`src/csr_pkg.sv`:
```
package csr_pkg;

   // Operation requested by the caller at start.
   typedef enum logic [2:0] {
      OP_CSRRW = 3'd0, // Read the old value and replace it with the operand.
      OP_CSRRS = 3'd1, // Read the old value and set the operand bits.
      OP_CSRRC = 3'd2, // Read the old value and clear the operand bits.
      OP_TRAP  = 3'd3, // Enter the trap handler.
      OP_MRET  = 3'd4  // Return from the trap handler.
   } csr_op_e;

   // Selects how the written CSR bit is formed from the old bit and the operand.
   typedef enum logic [1:0] {
      SRC_CSR = 2'b00, // The old bit is written back unchanged.
      SRC_EXT = 2'b01, // The operand bit replaces the old bit.
      SRC_SET = 2'b10, // The operand bit is ORed into the old bit.
      SRC_CLR = 2'b11  // The operand bit clears the old bit.
   } csr_source_e;

   // Register selects of the rotating scratch file.
   typedef enum logic [1:0] {
      REG_NONE     = 2'd0, // No scratch register takes part.
      REG_MTVEC    = 2'd1, // Trap vector base.
      REG_MSCRATCH = 2'd2, // Handler scratch word.
      REG_MEPC     = 2'd3  // Exception program counter.
   } csr_reg_e;

   localparam logic [11:0] ADDR_MSTATUS  = 12'h300; // Only MIE is implemented.
   localparam logic [11:0] ADDR_MIE      = 12'h304; // Only MTIE is implemented.
   localparam logic [11:0] ADDR_MTVEC    = 12'h305;
   localparam logic [11:0] ADDR_MSCRATCH = 12'h340;
   localparam logic [11:0] ADDR_MEPC     = 12'h341;
   localparam logic [11:0] ADDR_MCAUSE   = 12'h342; // Bits 3 to 0 and bit 31 only.

   localparam logic [3:0] CAUSE_JUMP   = 4'd0;  // Misaligned jump target.
   localparam logic [3:0] CAUSE_EBREAK = 4'd3;
   localparam logic [3:0] CAUSE_LOAD   = 4'd4;  // Misaligned load address.
   localparam logic [3:0] CAUSE_STORE  = 4'd6;  // Misaligned store address.
   localparam logic [3:0] CAUSE_TIMER  = 4'd7;  // Machine timer interrupt.
   localparam logic [3:0] CAUSE_ECALL  = 4'd11;

endpackage

```
`src/serial_pkg.sv`:
```
package serial_pkg;

   // Every CSR word moves one bit per cycle, LSB first.
   localparam int unsigned WORD_BITS = 32;

   // Width of the bit counter that walks through one word.
   localparam int unsigned CNT_BITS = 5;

   // Counter value at which mstatus.MIE passes by.
   localparam logic [CNT_BITS-1:0] CNT_MIE_BIT = CNT_BITS'(3);

   // Counter value at which mie.MTIE passes by.
   localparam logic [CNT_BITS-1:0] CNT_MTIE_BIT = CNT_BITS'(7);

   // Number of low mcause bits that hold the exception code.
   localparam logic [CNT_BITS-1:0] CNT_CAUSE_LOW = CNT_BITS'(4);

endpackage

```
`src/serial_counter.sv`:
```
`timescale 1ns/1ps

module serial_counter import serial_pkg::*; (
   input  logic i_clk,
   input  logic i_rst,
   input  logic i_run,      // Starts a fresh 32-cycle walk at the next edge.
   output logic o_en,       // High for every bit cycle of an operation.
   output logic o_cnt0to3,  // Bits 0 to 3 of the word.
   output logic o_cnt3,     // Bit 3, the mstatus.MIE position.
   output logic o_cnt7,     // Bit 7, the mie.MTIE position.
   output logic o_cnt_done  // Last bit of the word.
);

   logic [CNT_BITS-1:0] count;     // Index of the bit on the serial lines.
   logic                running;   // Set while a word is being walked.
   logic                last_bit;  // Count has reached the top bit.

   assign last_bit = (count == CNT_BITS'(WORD_BITS - 1)); // Bit 31 of the word.

   always_ff @(posedge i_clk) begin
      if (i_rst) begin
         running <= 1'b0; // No operation in flight after reset.
         count   <= '0;
      end else if (i_run) begin
         running <= 1'b1; // A start may arrive on the last bit of the previous word.
         count   <= '0;   // The first enabled cycle carries bit 0.
      end else if (running) begin
         count <= count + 1'b1; // Wraps back to zero after bit 31.
         if (last_bit) begin
            running <= 1'b0; // The word is complete.
         end
      end
   end

   // All strobes are qualified by the running flag so that they stay quiet when idle.
   assign o_en       = running;
   assign o_cnt0to3  = running & (count < CNT_CAUSE_LOW);  // Exception code bits.
   assign o_cnt3     = running & (count == CNT_MIE_BIT);   // MIE lives in bit 3.
   assign o_cnt7     = running & (count == CNT_MTIE_BIT);  // MTIE lives in bit 7.
   assign o_cnt_done = running & last_bit;                 // One cycle per operation.

endmodule

```
`src/csr_sequencer.sv`:
```
`timescale 1ns/1ps

module csr_sequencer import csr_pkg::*; (
   input  logic        i_clk,
   input  logic        i_rst,
   input  logic        i_start,      // Start strobe from the caller.
   input  csr_op_e     i_op,
   input  logic [11:0] i_addr,       // CSR address for the CSR instructions.
   input  logic        i_use_imm,    // Take the operand from the immediate stream.
   input  logic        i_en,         // Bit cycle enable from the counter.
   input  logic        i_cnt_done,   // Last bit cycle from the counter.
   output logic        o_run,        // Accepted start, to the counter.
   output logic        o_busy,
   output logic        o_done,
   output logic        o_mstatus_en,
   output logic        o_mie_en,
   output logic        o_mcause_en,
   output csr_source_e o_csr_source,
   output logic        o_csr_d_sel,  // High selects the immediate as operand.
   output logic        o_trap,
   output logic        o_mret,
   output csr_reg_e    o_rd_sel,
   output csr_reg_e    o_wr_sel
);

   csr_op_e     op_r;       // Operation held for the whole word.
   logic [11:0] addr_r;     // Address held for the whole word.
   logic        use_imm_r;  // Operand select held for the whole word.
   logic        csr_access; // One of the three CSR instructions is running.
   csr_reg_e    addr_reg;   // Scratch register named by the held address.
   csr_source_e op_source;  // Write source that belongs to the held operation.

   // A start is taken when idle, or on the last bit so that words run back to back.
   assign o_run = i_start & (~i_en | i_cnt_done);

   always_ff @(posedge i_clk) begin
      if (i_rst) begin
         op_r      <= OP_CSRRW;
         addr_r    <= '0;
         use_imm_r <= 1'b0;
      end else if (o_run) begin
         op_r      <= i_op;      // Latched once, then held for 32 cycles.
         addr_r    <= i_addr;
         use_imm_r <= i_use_imm;
      end
   end

   assign o_busy = i_en;       // The counter enable spans exactly the word.
   assign o_done = i_cnt_done; // Done marks the final bit cycle.

   assign csr_access = (op_r == OP_CSRRW) | (op_r == OP_CSRRS) | (op_r == OP_CSRRC);

   always_comb begin
      unique case (addr_r)
         ADDR_MTVEC:    addr_reg = REG_MTVEC;
         ADDR_MSCRATCH: addr_reg = REG_MSCRATCH;
         ADDR_MEPC:     addr_reg = REG_MEPC;
         default:       addr_reg = REG_NONE; // Not a scratch register.
      endcase
   end

   always_comb begin
      unique case (op_r)
         OP_CSRRW: op_source = SRC_EXT;
         OP_CSRRS: op_source = SRC_SET;
         OP_CSRRC: op_source = SRC_CLR;
         OP_TRAP:  op_source = SRC_EXT; // The PC stream on rs1 is written into mepc.
         default:  op_source = SRC_CSR; // An mret writes nothing back.
      endcase
   end

   // The decoded controls are gated by busy so that no CSR moves while idle.
   assign o_mstatus_en = i_en & csr_access & (addr_r == ADDR_MSTATUS);
   assign o_mie_en     = i_en & csr_access & (addr_r == ADDR_MIE);
   assign o_mcause_en  = i_en & csr_access & (addr_r == ADDR_MCAUSE);
   assign o_trap       = i_en & (op_r == OP_TRAP);
   assign o_mret       = i_en & (op_r == OP_MRET);
   assign o_csr_source = op_source;
   assign o_csr_d_sel  = csr_access & use_imm_r; // A trap always takes rs1.

   always_comb begin
      o_rd_sel = REG_NONE;
      o_wr_sel = REG_NONE;
      if (i_en) begin
         if (csr_access) begin
            o_rd_sel = addr_reg; // The old value is read and rewritten in place.
            o_wr_sel = addr_reg;
         end else if (op_r == OP_TRAP) begin
            o_rd_sel = REG_MTVEC; // The handler address goes out on o_q.
            o_wr_sel = REG_MEPC;  // The trapping PC is saved.
         end else begin
            o_rd_sel = REG_MEPC; // An mret streams the return address out.
         end
      end
   end

endmodule

```
`src/serial_csr.sv`:
```
`timescale 1ns/1ps

module serial_csr import csr_pkg::*; (
   input  logic        i_clk,
   input  logic        i_rst,
   input  logic        i_trig_irq,   // Samples the timer interrupt condition.
   input  logic        i_en,
   input  logic        i_cnt0to3,
   input  logic        i_cnt3,
   input  logic        i_cnt7,
   input  logic        i_cnt_done,
   input  logic        i_mem_op,     // Trap comes from a misaligned access.
   input  logic        i_mtip,       // Timer interrupt pending level.
   input  logic        i_trap,
   output logic        o_new_irq,    // Fresh timer interrupt to be taken.
   input  logic        i_e_op,       // Trap comes from ecall or ebreak.
   input  logic        i_ebreak,
   input  logic        i_mem_cmd,    // High for a store, low for a load.
   input  logic        i_mstatus_en,
   input  logic        i_mie_en,
   input  logic        i_mcause_en,
   input  csr_source_e i_csr_source,
   input  logic        i_mret,
   input  logic        i_csr_d_sel,
   input  logic        i_rf_csr_out, // Old bit from the scratch file.
   output logic        o_csr_in,     // New bit towards the CSRs.
   input  logic        i_csr_imm,
   input  logic        i_rs1,
   output logic        o_q           // Old bit towards the caller.
);

   logic       mstatus_mie;  // Global machine interrupt enable.
   logic       mstatus_mpie; // MIE as it was before the last trap.
   logic       mie_mtie;     // Timer interrupt enable, write only.
   logic       mcause31;     // Interrupt flag of mcause.
   logic [3:0] mcause3_0;    // Exception code, shifts out LSB first.
   logic       mcause;       // Current serial mcause bit.
   logic       csr_out;      // Current serial old value.
   logic       timer_irq;    // Timer interrupt is pending and enabled.
   logic       timer_irq_r;  // Condition seen at the previous trigger.
   logic       d;            // Operand bit.

   assign d = i_csr_d_sel ? i_csr_imm : i_rs1;

   always_comb begin
      unique case (i_csr_source)
         SRC_EXT: o_csr_in = d;
         SRC_SET: o_csr_in = csr_out | d;
         SRC_CLR: o_csr_in = csr_out & ~d;
         default: o_csr_in = csr_out; // Keep the old bit.
      endcase
   end

   // Only one source is active at a time, so the old bits can simply be ORed.
   assign csr_out = (i_mstatus_en & mstatus_mie & i_cnt3) |
                    i_rf_csr_out |
                    (i_mcause_en & i_en & mcause);
   assign o_q     = csr_out;

   // The code sits in bits 3 to 0 and the interrupt flag in bit 31.
   assign mcause = i_cnt0to3 ? mcause3_0[0] :
                   i_cnt_done ? mcause31 : 1'b0;

   assign timer_irq = i_mtip & mstatus_mie & mie_mtie;

   always_ff @(posedge i_clk) begin
      if (i_rst) begin
         o_new_irq    <= 1'b0;
         timer_irq_r  <= 1'b0;
         mie_mtie     <= 1'b0;
         mstatus_mie  <= 1'b0; // Interrupts stay off until software enables them.
         mstatus_mpie <= 1'b0;
      end else begin
         if (i_trig_irq) begin
            timer_irq_r <= timer_irq;
            o_new_irq   <= timer_irq & ~timer_irq_r; // Rising edge since the last trigger.
         end
         if (i_mie_en & i_cnt7) begin
            mie_mtie <= o_csr_in;
         end
         // A trap clears MIE, an mret restores it and a CSR write sets it at bit 3.
         if ((i_trap & i_cnt_done) | (i_mstatus_en & i_cnt3) | i_mret) begin
            mstatus_mie <= ~i_trap & (i_mret ? mstatus_mpie : o_csr_in);
         end
         if (i_trap & i_cnt_done) begin
            mstatus_mpie <= mstatus_mie; // Saved on the same edge that clears MIE.
         end
      end
   end

   /*
    The trap code follows from these patterns.
    A timer interrupt gives 0111, ecall and ebreak give x011,
    a misaligned store or load gives 01x0 and a misaligned jump gives 0000.
    A CSR access shifts the written bits in from the top instead.
   */
   always_ff @(posedge i_clk) begin
      if ((i_mcause_en & i_en & i_cnt0to3) | (i_trap & i_cnt_done)) begin
         mcause3_0[3] <= (i_e_op & ~i_ebreak) | (~i_trap & o_csr_in);
         mcause3_0[2] <= o_new_irq | i_mem_op | (~i_trap & mcause3_0[3]);
         mcause3_0[1] <= o_new_irq | i_e_op | (i_mem_op & i_mem_cmd) |
                         (~i_trap & mcause3_0[2]);
         mcause3_0[0] <= o_new_irq | i_e_op | (~i_trap & mcause3_0[1]);
      end
      if ((i_mcause_en & i_cnt_done) | i_trap) begin
         mcause31 <= i_trap ? o_new_irq : o_csr_in; // Set for interrupts only.
      end
   end

endmodule

```
`src/csr_scratch_file.sv`:
```
`timescale 1ns/1ps

module csr_scratch_file import csr_pkg::*, serial_pkg::*; (
   input  logic     i_clk,
   input  logic     i_en,         // Rotates all registers by one bit.
   input  csr_reg_e i_rd_sel,     // Register whose low bit is read.
   input  csr_reg_e i_wr_sel,     // Register that takes the new bit.
   input  logic     i_csr_in,     // New bit from the CSR data path.
   output logic     o_rf_csr_out  // Old bit of the selected register.
);

   // One full-width word per scratch CSR, indexed by its select value.
   logic [WORD_BITS-1:0] regs [REG_MTVEC:REG_MEPC];

   /*
    Every register rotates right on each enabled cycle. After a whole
    word of 32 cycles each one is back in its original alignment.
    The write target takes the new bit at the top in place of its own
    low bit, so bit k of the stream ends up in bit k.
   */
   always_ff @(posedge i_clk) begin
      for (int i = REG_MTVEC; i <= REG_MEPC; i++) begin
         if (i_en) begin
            regs[i] <= {(i_wr_sel == csr_reg_e'(i)) ? i_csr_in : regs[i][0],
                        regs[i][WORD_BITS-1:1]};
         end
      end
   end

   // The low bit always holds the bit of the current cycle.
   always_comb begin
      if (i_rd_sel == REG_NONE) begin
         o_rf_csr_out = 1'b0; // Lets the other CSR sources through the OR.
      end else begin
         o_rf_csr_out = regs[i_rd_sel][0];
      end
   end

endmodule

```
`src/csr_unit_top.sv`:
```
`timescale 1ns/1ps

module csr_unit_top import csr_pkg::*; (
   input  logic        i_clk,
   input  logic        i_rst,
   input  logic        i_start,    // Start strobe, ignored while busy.
   input  csr_op_e     i_op,
   input  logic [11:0] i_addr,
   input  logic        i_use_imm,
   input  logic        i_rs1,      // Register operand or trapping PC, LSB first.
   input  logic        i_imm,      // Immediate operand, LSB first.
   input  logic        i_e_op,
   input  logic        i_ebreak,
   input  logic        i_mem_op,
   input  logic        i_mem_cmd,
   input  logic        i_mtip,
   input  logic        i_trig_irq,
   output logic        o_busy,
   output logic        o_done,
   output logic        o_q,        // Old CSR value, mtvec on a trap, mepc on an mret.
   output logic        o_new_irq
);

   logic        run;
   logic        en;
   logic        cnt0to3;
   logic        cnt3;
   logic        cnt7;
   logic        cnt_done;
   logic        mstatus_en;
   logic        mie_en;
   logic        mcause_en;
   csr_source_e csr_source;
   logic        csr_d_sel;
   logic        trap;
   logic        mret;
   csr_reg_e    rd_sel;
   csr_reg_e    wr_sel;
   logic        rf_csr_out; // Scratch file to CSR data path.
   logic        csr_in;     // CSR data path to scratch file.

   serial_counter u_counter (
      .i_clk(i_clk), .i_rst(i_rst), .i_run(run), .o_en(en), .o_cnt0to3(cnt0to3),
      .o_cnt3(cnt3), .o_cnt7(cnt7), .o_cnt_done(cnt_done)
   );

   csr_sequencer u_sequencer (
      .i_clk(i_clk), .i_rst(i_rst), .i_start(i_start), .i_op(i_op), .i_addr(i_addr),
      .i_use_imm(i_use_imm), .i_en(en), .i_cnt_done(cnt_done), .o_run(run),
      .o_busy(o_busy), .o_done(o_done), .o_mstatus_en(mstatus_en), .o_mie_en(mie_en),
      .o_mcause_en(mcause_en), .o_csr_source(csr_source), .o_csr_d_sel(csr_d_sel),
      .o_trap(trap), .o_mret(mret), .o_rd_sel(rd_sel), .o_wr_sel(wr_sel)
   );

   serial_csr u_csr (
      .i_clk(i_clk), .i_rst(i_rst), .i_trig_irq(i_trig_irq), .i_en(en),
      .i_cnt0to3(cnt0to3), .i_cnt3(cnt3), .i_cnt7(cnt7), .i_cnt_done(cnt_done),
      .i_mem_op(i_mem_op), .i_mtip(i_mtip), .i_trap(trap), .o_new_irq(o_new_irq),
      .i_e_op(i_e_op), .i_ebreak(i_ebreak), .i_mem_cmd(i_mem_cmd),
      .i_mstatus_en(mstatus_en), .i_mie_en(mie_en), .i_mcause_en(mcause_en),
      .i_csr_source(csr_source), .i_mret(mret), .i_csr_d_sel(csr_d_sel),
      .i_rf_csr_out(rf_csr_out), .o_csr_in(csr_in), .i_csr_imm(i_imm), .i_rs1(i_rs1),
      .o_q(o_q)
   );

   csr_scratch_file u_scratch (
      .i_clk(i_clk), .i_en(en), .i_rd_sel(rd_sel), .i_wr_sel(wr_sel),
      .i_csr_in(csr_in), .o_rf_csr_out(rf_csr_out)
   );

endmodule

```
`config.mk`:
```
export PLATFORM = sky130hd
export DESIGN_NAME = csr_unit_top
export DESIGN_NICKNAME = d
export VERILOG_FILES = /design/src/csr_pkg.sv /design/src/serial_pkg.sv /design/src/serial_counter.sv /design/src/csr_sequencer.sv /design/src/serial_csr.sv /design/src/csr_scratch_file.sv /design/src/csr_unit_top.sv
export SDC_FILE = /design/constraint.sdc
export NUM_CORES = 1
export LEC_CHECK = 0
export BUFFER_PORTS_ARGS = -buffer_cell sky130_fd_sc_hd__buf_4
export CORE_MARGIN = 2
export CORE_UTILIZATION = 54
export DETAILED_ROUTE_END_ITERATION = 12
export GPL_TIMING_DRIVEN = 1
export PLACE_DENSITY = 0.75
export SLEW_MARGIN = 25
export SYNTH_ARGS = -nofsm -noshare
export SYNTH_HDL_FRONTEND = slang
export SYNTH_SLANG_ARGS = --single-unit
```
`constraint.sdc`:
```
create_clock -name i_clk -period 4.8 [get_ports i_clk]
set_input_delay 0.72 -clock i_clk [delete_from_list [all_inputs] [get_ports i_clk]]
set_output_delay 0.72 -clock i_clk [all_outputs]
set_load 0.05 [all_outputs]
```
==> metrics, run 1 <==
status=finished, final reports clean; Vias=roughly 2,600; routability congestion estimate=a little under 0.9; GRT overflow=0; Worst setup SP type=flip-flop; post_cts resized=0; setup bufs post-CTS=0; Ys Warns=0; core area=8299 sq um; Worst Hold Class=flip-flop to flip-flop; Period minus WS final=approximately 3.4 ns; routed wire length=between 7000 and 8000 um; dominant cells by area after synthesis=edfxtp_1, dfxtp_1, nand2_1, a21oi_1, nor3_1; TritonCTS buffer count=17; final setup vio count=0; Cells after Synth=309; final hold slack=approximately 0.42 ns; PortBufs=30; worst slew pin tran=roughly 0.69 ns; nets=377; fraction of layout cells with a size suffix above 1=0.2000; Post-Route Setup TNS=0 ns; CTS hold repair buffers=0; Yosys top cell area share=0.6480; Post-synth ARST share=0; power per cell area=481.5 nW/um^2; initial antenna violation count=0; fillers=roughly 560; worst path required time=around 4 ns; FMAX=around 290 MHz; sequential area share after synthesis=0.7634; die area=about 9400 sq um; DRT Pass-1 Iters=4; GRT Overall Usage=0.1750; TritonCTS clock tree=yes; Layout Area Growth over Synthesis=19.27%; Post-DP HPWL=between 4000 and 5000 um; largest net degree at the start of global routing=between 50 and 60; Slew Limit Headroom=0.5412; DRC=0; Leak=~2.0 nW; Synth cell types=50; Top Ports=31; final period utilization=0.7165; Mapped Area=approximately 4700 sq um; Final Slew Violations=0; slowest CP cell=dfxtp_4; Max IR drop VDD=about 0.00025 V; chip width=between 90 and 100 um; per-cell routed wire length=16.48 um; clock tree sinks=128; clk_skew=about 0.008 ns; area leader, netlist=edfxtp_1; Root Driver=clkbuf_8; Clk Latency, worst-skew pair=0.51 ns; Post-synth EDFFs=101; Via density=~5.6; RSZ-0062 raised after global routing=no; Max Cap Viol=0; Worst Setup End Kind=primary output; Critical Path Fanout Max=57; Cell Chain, Critical Path=nor2b_1 -> nand3_1 -> o32ai_1 -> a211o_1 -> buf_4; vias in the first global route=between 2,000 and 3,000; diodes inserted=0; Cell Rows=33; drt initial violations=162; Reg clk slew, reported paths=0.06 ns; Hold Fails Final Rpt=0; worst setup margin=1.361 ns; Main synth FF type=edfxtp_1; Syn Nets=338; DP Area=roughly 5000 sq um; CTS Buffer Depth=2; first-pass GRT wire length=around 13,000 um; effective utilization at floorplan=0.5640; post-route cell area=about 5600 sq um; Worst Path Arrival=2.72 ns; die height=between 90 and 100 um; total power=2.688 mW; DP Worst Slack=about 1.9 ns; htree depth=4; Critical Path Max Stage Delay=between 0.7 and 0.8 ns; post-route ant nets=0; Synth Area per Inst=~15 sq um; Crit Path Class=flip-flop to primary output; flops & latches, synth=about 130
logic make-up after synthesis:
group	Yosys count	share of synthesized area
adder cells (fa/ha/maj)	2	0.005345
multiplexers	4	0.008554
XOR/XNOR	5	0.009357
buffers and inverters	14	0.01684
AND/OR/NAND/NOR	108	0.1222
AO/OA/AOI/OAI	48	0.07431
flip-flops	128	0.7634
cells in the mapped netlist, types with 2 or more instances:
master      n
nand4_1     4
inv_1       3
a211o_1     3
ha_1        2
or2b_2      2
xnor2_1     3
o31ai_1     6
nand2_1    53
edfxtp_1  101
o21ai_0     2
o211ai_1    2
buf_6       2
clkbuf_1    7
a21oi_1    21
o32ai_1     2
nor4_1      3
nand3_1     5
nor4bb_1    4
mux2i_1     4
nor3_1     10
nand2b_1    2
and2_1      3
nor2_1      6
a211oi_1    3
xor2_1      2
dfxtp_1    27
nand4b_1    2
nand3b_1    3
placed cells by master, fill, tap and decap left out, types with 3 or more instances in the layout:
| cell | instances |
|---|---|
| nand4_1 | 4 |
| nor4_1 | 3 |
| nor4bb_1 | 4 |
| clkbuf_16 | 16 |
| xnor2_1 | 3 |
| nand3b_1 | 3 |
| nand3_1 | 5 |
| clkinv_2 | 3 |
| o31ai_1 | 6 |
| nor2_1 | 6 |
| edfxtp_1 | 101 |
| buf_4 | 31 |
| nand2_1 | 53 |
| clkinvlp_4 | 3 |
| and2_1 | 3 |
| a211o_1 | 3 |
| inv_1 | 3 |
| a21oi_1 | 21 |
| mux2i_1 | 4 |
| inv_6 | 3 |
| nor3_1 | 10 |
| bufinv_16 | 4 |
| dfxtp_1 | 26 |
| a211oi_1 | 3 |
worst max-delay path: cells and delay by family (launching register included):
family | cells | cell delay (ns)
flops | 1 | 0.76
buf+inv | 1 | 0.20
simple gates | 2 | 0.53
compound gates | 2 | 0.71
area by class of cell:
class / count / area [sq um] / share of cell area
flip-flops and latches: 128 / 3577 / 0.6407
multi-input cells: 167 / 1028 / 0.1842
clock buffers: 17 / 414.1 / 0.07418
repair buffers: 31 / 232.7 / 0.04169
clock inverters: 14 / 187.7 / 0.03362
well taps: 105 / 131.4 / 0.02353
inverters: 3 / 11.26 / 0.002017
registers in the layout, indices dropped and copies added (netlist names):
name	cells
u_csr.mcause31	1
u_csr.mcause3_0	4
u_sequencer.use_imm_r	1
u_counter.o_en	1
u_sequencer.op_r	3
u_csr.mstatus_mpie	1
u_csr.o_new_irq	1
u_sequencer.addr_r	12
u_counter.count	5
u_scratch.regs	96
u_csr.mstatus_mie	1
u_csr.mie_mtie	1
u_csr.timer_irq_r	1
stage by stage:
step | instances | util
2_1_floorplan | 309 | -
3_3_place_gp | 434 | 0.6002
3_5_place_dp | 434 | 0.6002
4_1_cts | 465 | 0.6727
5_1_grt | 465 | 0.6727
6_report | 465 | 0.6727
layer usage:
metal  share of wire  GRT usage  wire, um
met4           0.016    0.06826       125
met2            0.47     0.2634      3585
met5               0          0         0
met1            0.48     0.2347      3654
met3           0.039    0.06331       296
power by group:
group	total (mW)	internal, mW	leakage, nW	switching [mW]
Sequential	1.30	1.26	1.18	0.0364
Clock	1.29	0.839	0.288	0.454
Combinational	0.0963	0.0398	0.491	0.0565
path summary, 6_finish.rpt:
path / endpoint / slack, ns / cells past startpoint / start
max: o_q / 1.36 / 5 / u_counter.o_en
min: u_scratch.regs[2][9] / 0.42 / 0 / u_scratch.regs[2][10]
max reg2reg: u_scratch.regs[2][31] / 2.36 / 5 / u_counter.o_en
min reg2reg: u_scratch.regs[2][9] / 0.42 / 0 / u_scratch.regs[2][10]
(Power assumes the default switching activity.)
==> run 2, diff against run 1 <==
Clock period 4.8 ns to 3.35 ns, I/O delays scaled along.
==> run 2 against run 1 <==
- power grew 38%
- via count rose by 0.84%
- die area unchanged
- sequential power up 42%
- global-route usage down 0.20 points
- critical endpoint unchanged
- largest cell class unchanged
==> metrics, run 2 (synthesis gave the netlist of run 1 again) <==
status=finished, final reports clean; buffers and inverters on the worst path=1; part of the power in combinational logic=0.041; most frequent cell on the critical path=ha_1; DRT Pass-1 Iters=5; Regs by FF count=u_scratch.regs (96), u_sequencer.addr_r (12), u_counter.count (5); area of the multi-input gates=around 1000 sq um; Reg with most FFs=u_scratch.regs; largest net degree at the start of global routing=61; DP Area=approximately 5000 sq um; crit-path leading delay family=compound AO/OA/AOI/OAI gates; Worst Setup End Kind=primary output; worst slew pin tran=0.7060 ns; WHS Endpoint=u_counter.o_en; die area=approximately 9400 sq um; worst hold start=i_start; Post-Route Setup TNS=0 ns; Clk pwr share=0.462; DP Worst Slack=roughly 0.73 ns; Cell Rows=33; Hold Fails Final Rpt=0; drt initial violations=~160; Sw Share=0.2140; GRT overflow=0; Layout Area Growth over Synthesis=18.52%; CTS hold repair buffers=0; final period utilization=0.9509; Hold Path Depth=3; final setup vio count=0; clock tree sinks=128; first-pass GRT wire length=12,450 um; most frequent cells in the layout=edfxtp_1, nand2_1, buf_4; Flop pwr share=0.498; total power=around 3.7 mW; setup bufs post-CTS=0; TritonCTS clock tree=yes; RSZ-0062 raised after global routing=no; Root Driver=clkbuf_8; Critical R2R Capture=u_scratch.regs[2][31]; Clk Latency, worst-skew pair=between 0.5 and 0.6 ns; nets=between 300 and 400; post_cts resized=0; Seq. cell area=~3600 sq um; Top Ports=31; Crit Path Class=flip-flop to primary output; FMAX=approximately 310 MHz; Reg clk slew, reported paths=0.06 ns; slowest CP cell=o32ai_1; max reg flops=96; Worst Path Arrival=approximately 2.7 ns; Max IR drop VDD=0.0003056 V; internal power=between 2 and 3 mW; chip width=just under 100 um; PortBufs=30; Period minus WS final=~3.2 ns; Vias=around 2,600; effective utilization at floorplan=0.5640; worst path required time=2.85 ns; fillers=about 550; FF-to-FF path depth=8; routability congestion estimate=between 0.8 and 0.9; commonest non-fill, non-tap cell in the layout=edfxtp_1; worst r2r src=u_counter.count[0]; power per cell area=670.5 nW/um^2; GRT Overall Usage=0.1731; DRC=0; diodes inserted=0; per-cell routed wire length=between 15 and 20 um; utilization after layout=0.6685; Post-DP HPWL=around 4600 um; Worst setup SP type=flip-flop; Leak=1.946 nW; Cell Chain, Critical Path=ha_1 -> and3_1 -> ha_1 -> o311a_1 -> a21oi_1 -> o32ai_1 -> a211o_1 -> buf_4; die height=just under 100 um; initial antenna violation count=0; Final Slew Violations=0; clk_skew=0.007823 ns; core area=8299 sq um; worst setup margin=between 0.15 and 0.2 ns; Max Cap Viol=0; htree depth=4; Critical Path Max Stage Delay=0.49 ns; CTS Buffer Depth=2; Psw=~800 uW; Via density=about 5.6; Worst Hold Class=primary input to flip-flop; vias in the first global route=roughly 2,500; TritonCTS buffer count=17; Slew Limit Headroom=0.5293; post-route ant nets=0; Critical Path Fanout Max=7; fraction of layout cells with a size suffix above 1=0.1989; post-route cell area=about 5500 sq um; FF-to-FF setup slack=approximately 1 ns; routed wire length=a little under 8000 um
-- run 2: changes by cell type in the layout (fill, tap and decap cells not counted), sizes merged --
cell      before  now
buf           31   32
bufinv         4    2
clkbuf        17   19
clkinv         4    7
clkinvlp       3    2
inv            6    5
-- run 2: how the worst max path moves through the flow --
stage           to                   from  slack, ns  cells past startpoint
2_1_floorplan  o_q         u_counter.o_en       0.43                      4
3_3_place_gp   o_q  u_sequencer.addr_r[3]       0.79                      5
3_5_place_dp   o_q     u_counter.count[0]       0.73                      8
4_1_cts        o_q     u_counter.count[0]       0.17                      8
5_1_grt        o_q     u_counter.count[0]       0.03                      8
6_report       o_q     u_counter.count[0]       0.16                      8
-- run 2: final cells by class --
class / instances / area share
clock inverter: 13 / 0.02481
multi-input combinational: 167 / 0.1854
clock buffer: 19 / 0.07600
sequential: 128 / 0.6448
inverter: 3 / 0.002030
tap: 105 / 0.02368
timing repair buffer: 32 / 0.04330
-- run 2: stage by stage --
| step | hold slack (ns) | cells |
|---|---|---|
| after floorplan | 0.4003 | 309 |
| final | 0.2228 | 467 |
| after CTS | 0.2055 | 467 |
| after global placement | 0.4044 | 435 |
| after detailed placement | 0.4045 | 435 |
| after global routing | 0.2126 | 467 |
-- run 2: power by group through the flow --
stage | registers, mW | logic [mW] | clock network (mW)
floorplan | 1.88 | 0.0868 | 0
global placement | 1.88 | 0.147 | 0
detailed placement | 1.88 | 0.151 | 0
CTS | 1.85 | 0.151 | 1.75
global route | 1.86 | 0.166 | 1.82
finish | 1.85 | 0.151 | 1.72
-- run 2: per-layer routing --
metal	part of all wire	track usage
met1	0.48	0.2351
met2	0.45	0.2479
met3	0.051	0.07050
met4	0.016	0.07476
met5	0	0
-- run 2: worst register-to-register path, delay by kind of cell, from the launching register on --
family / cells / cell delay, ns
DFF: 1 / 0.37
and+or+nand+nor: 1 / 0.17
AOI/OAI and AO/OA: 5 / 1.15
adders and majority gates: 2 / 0.50
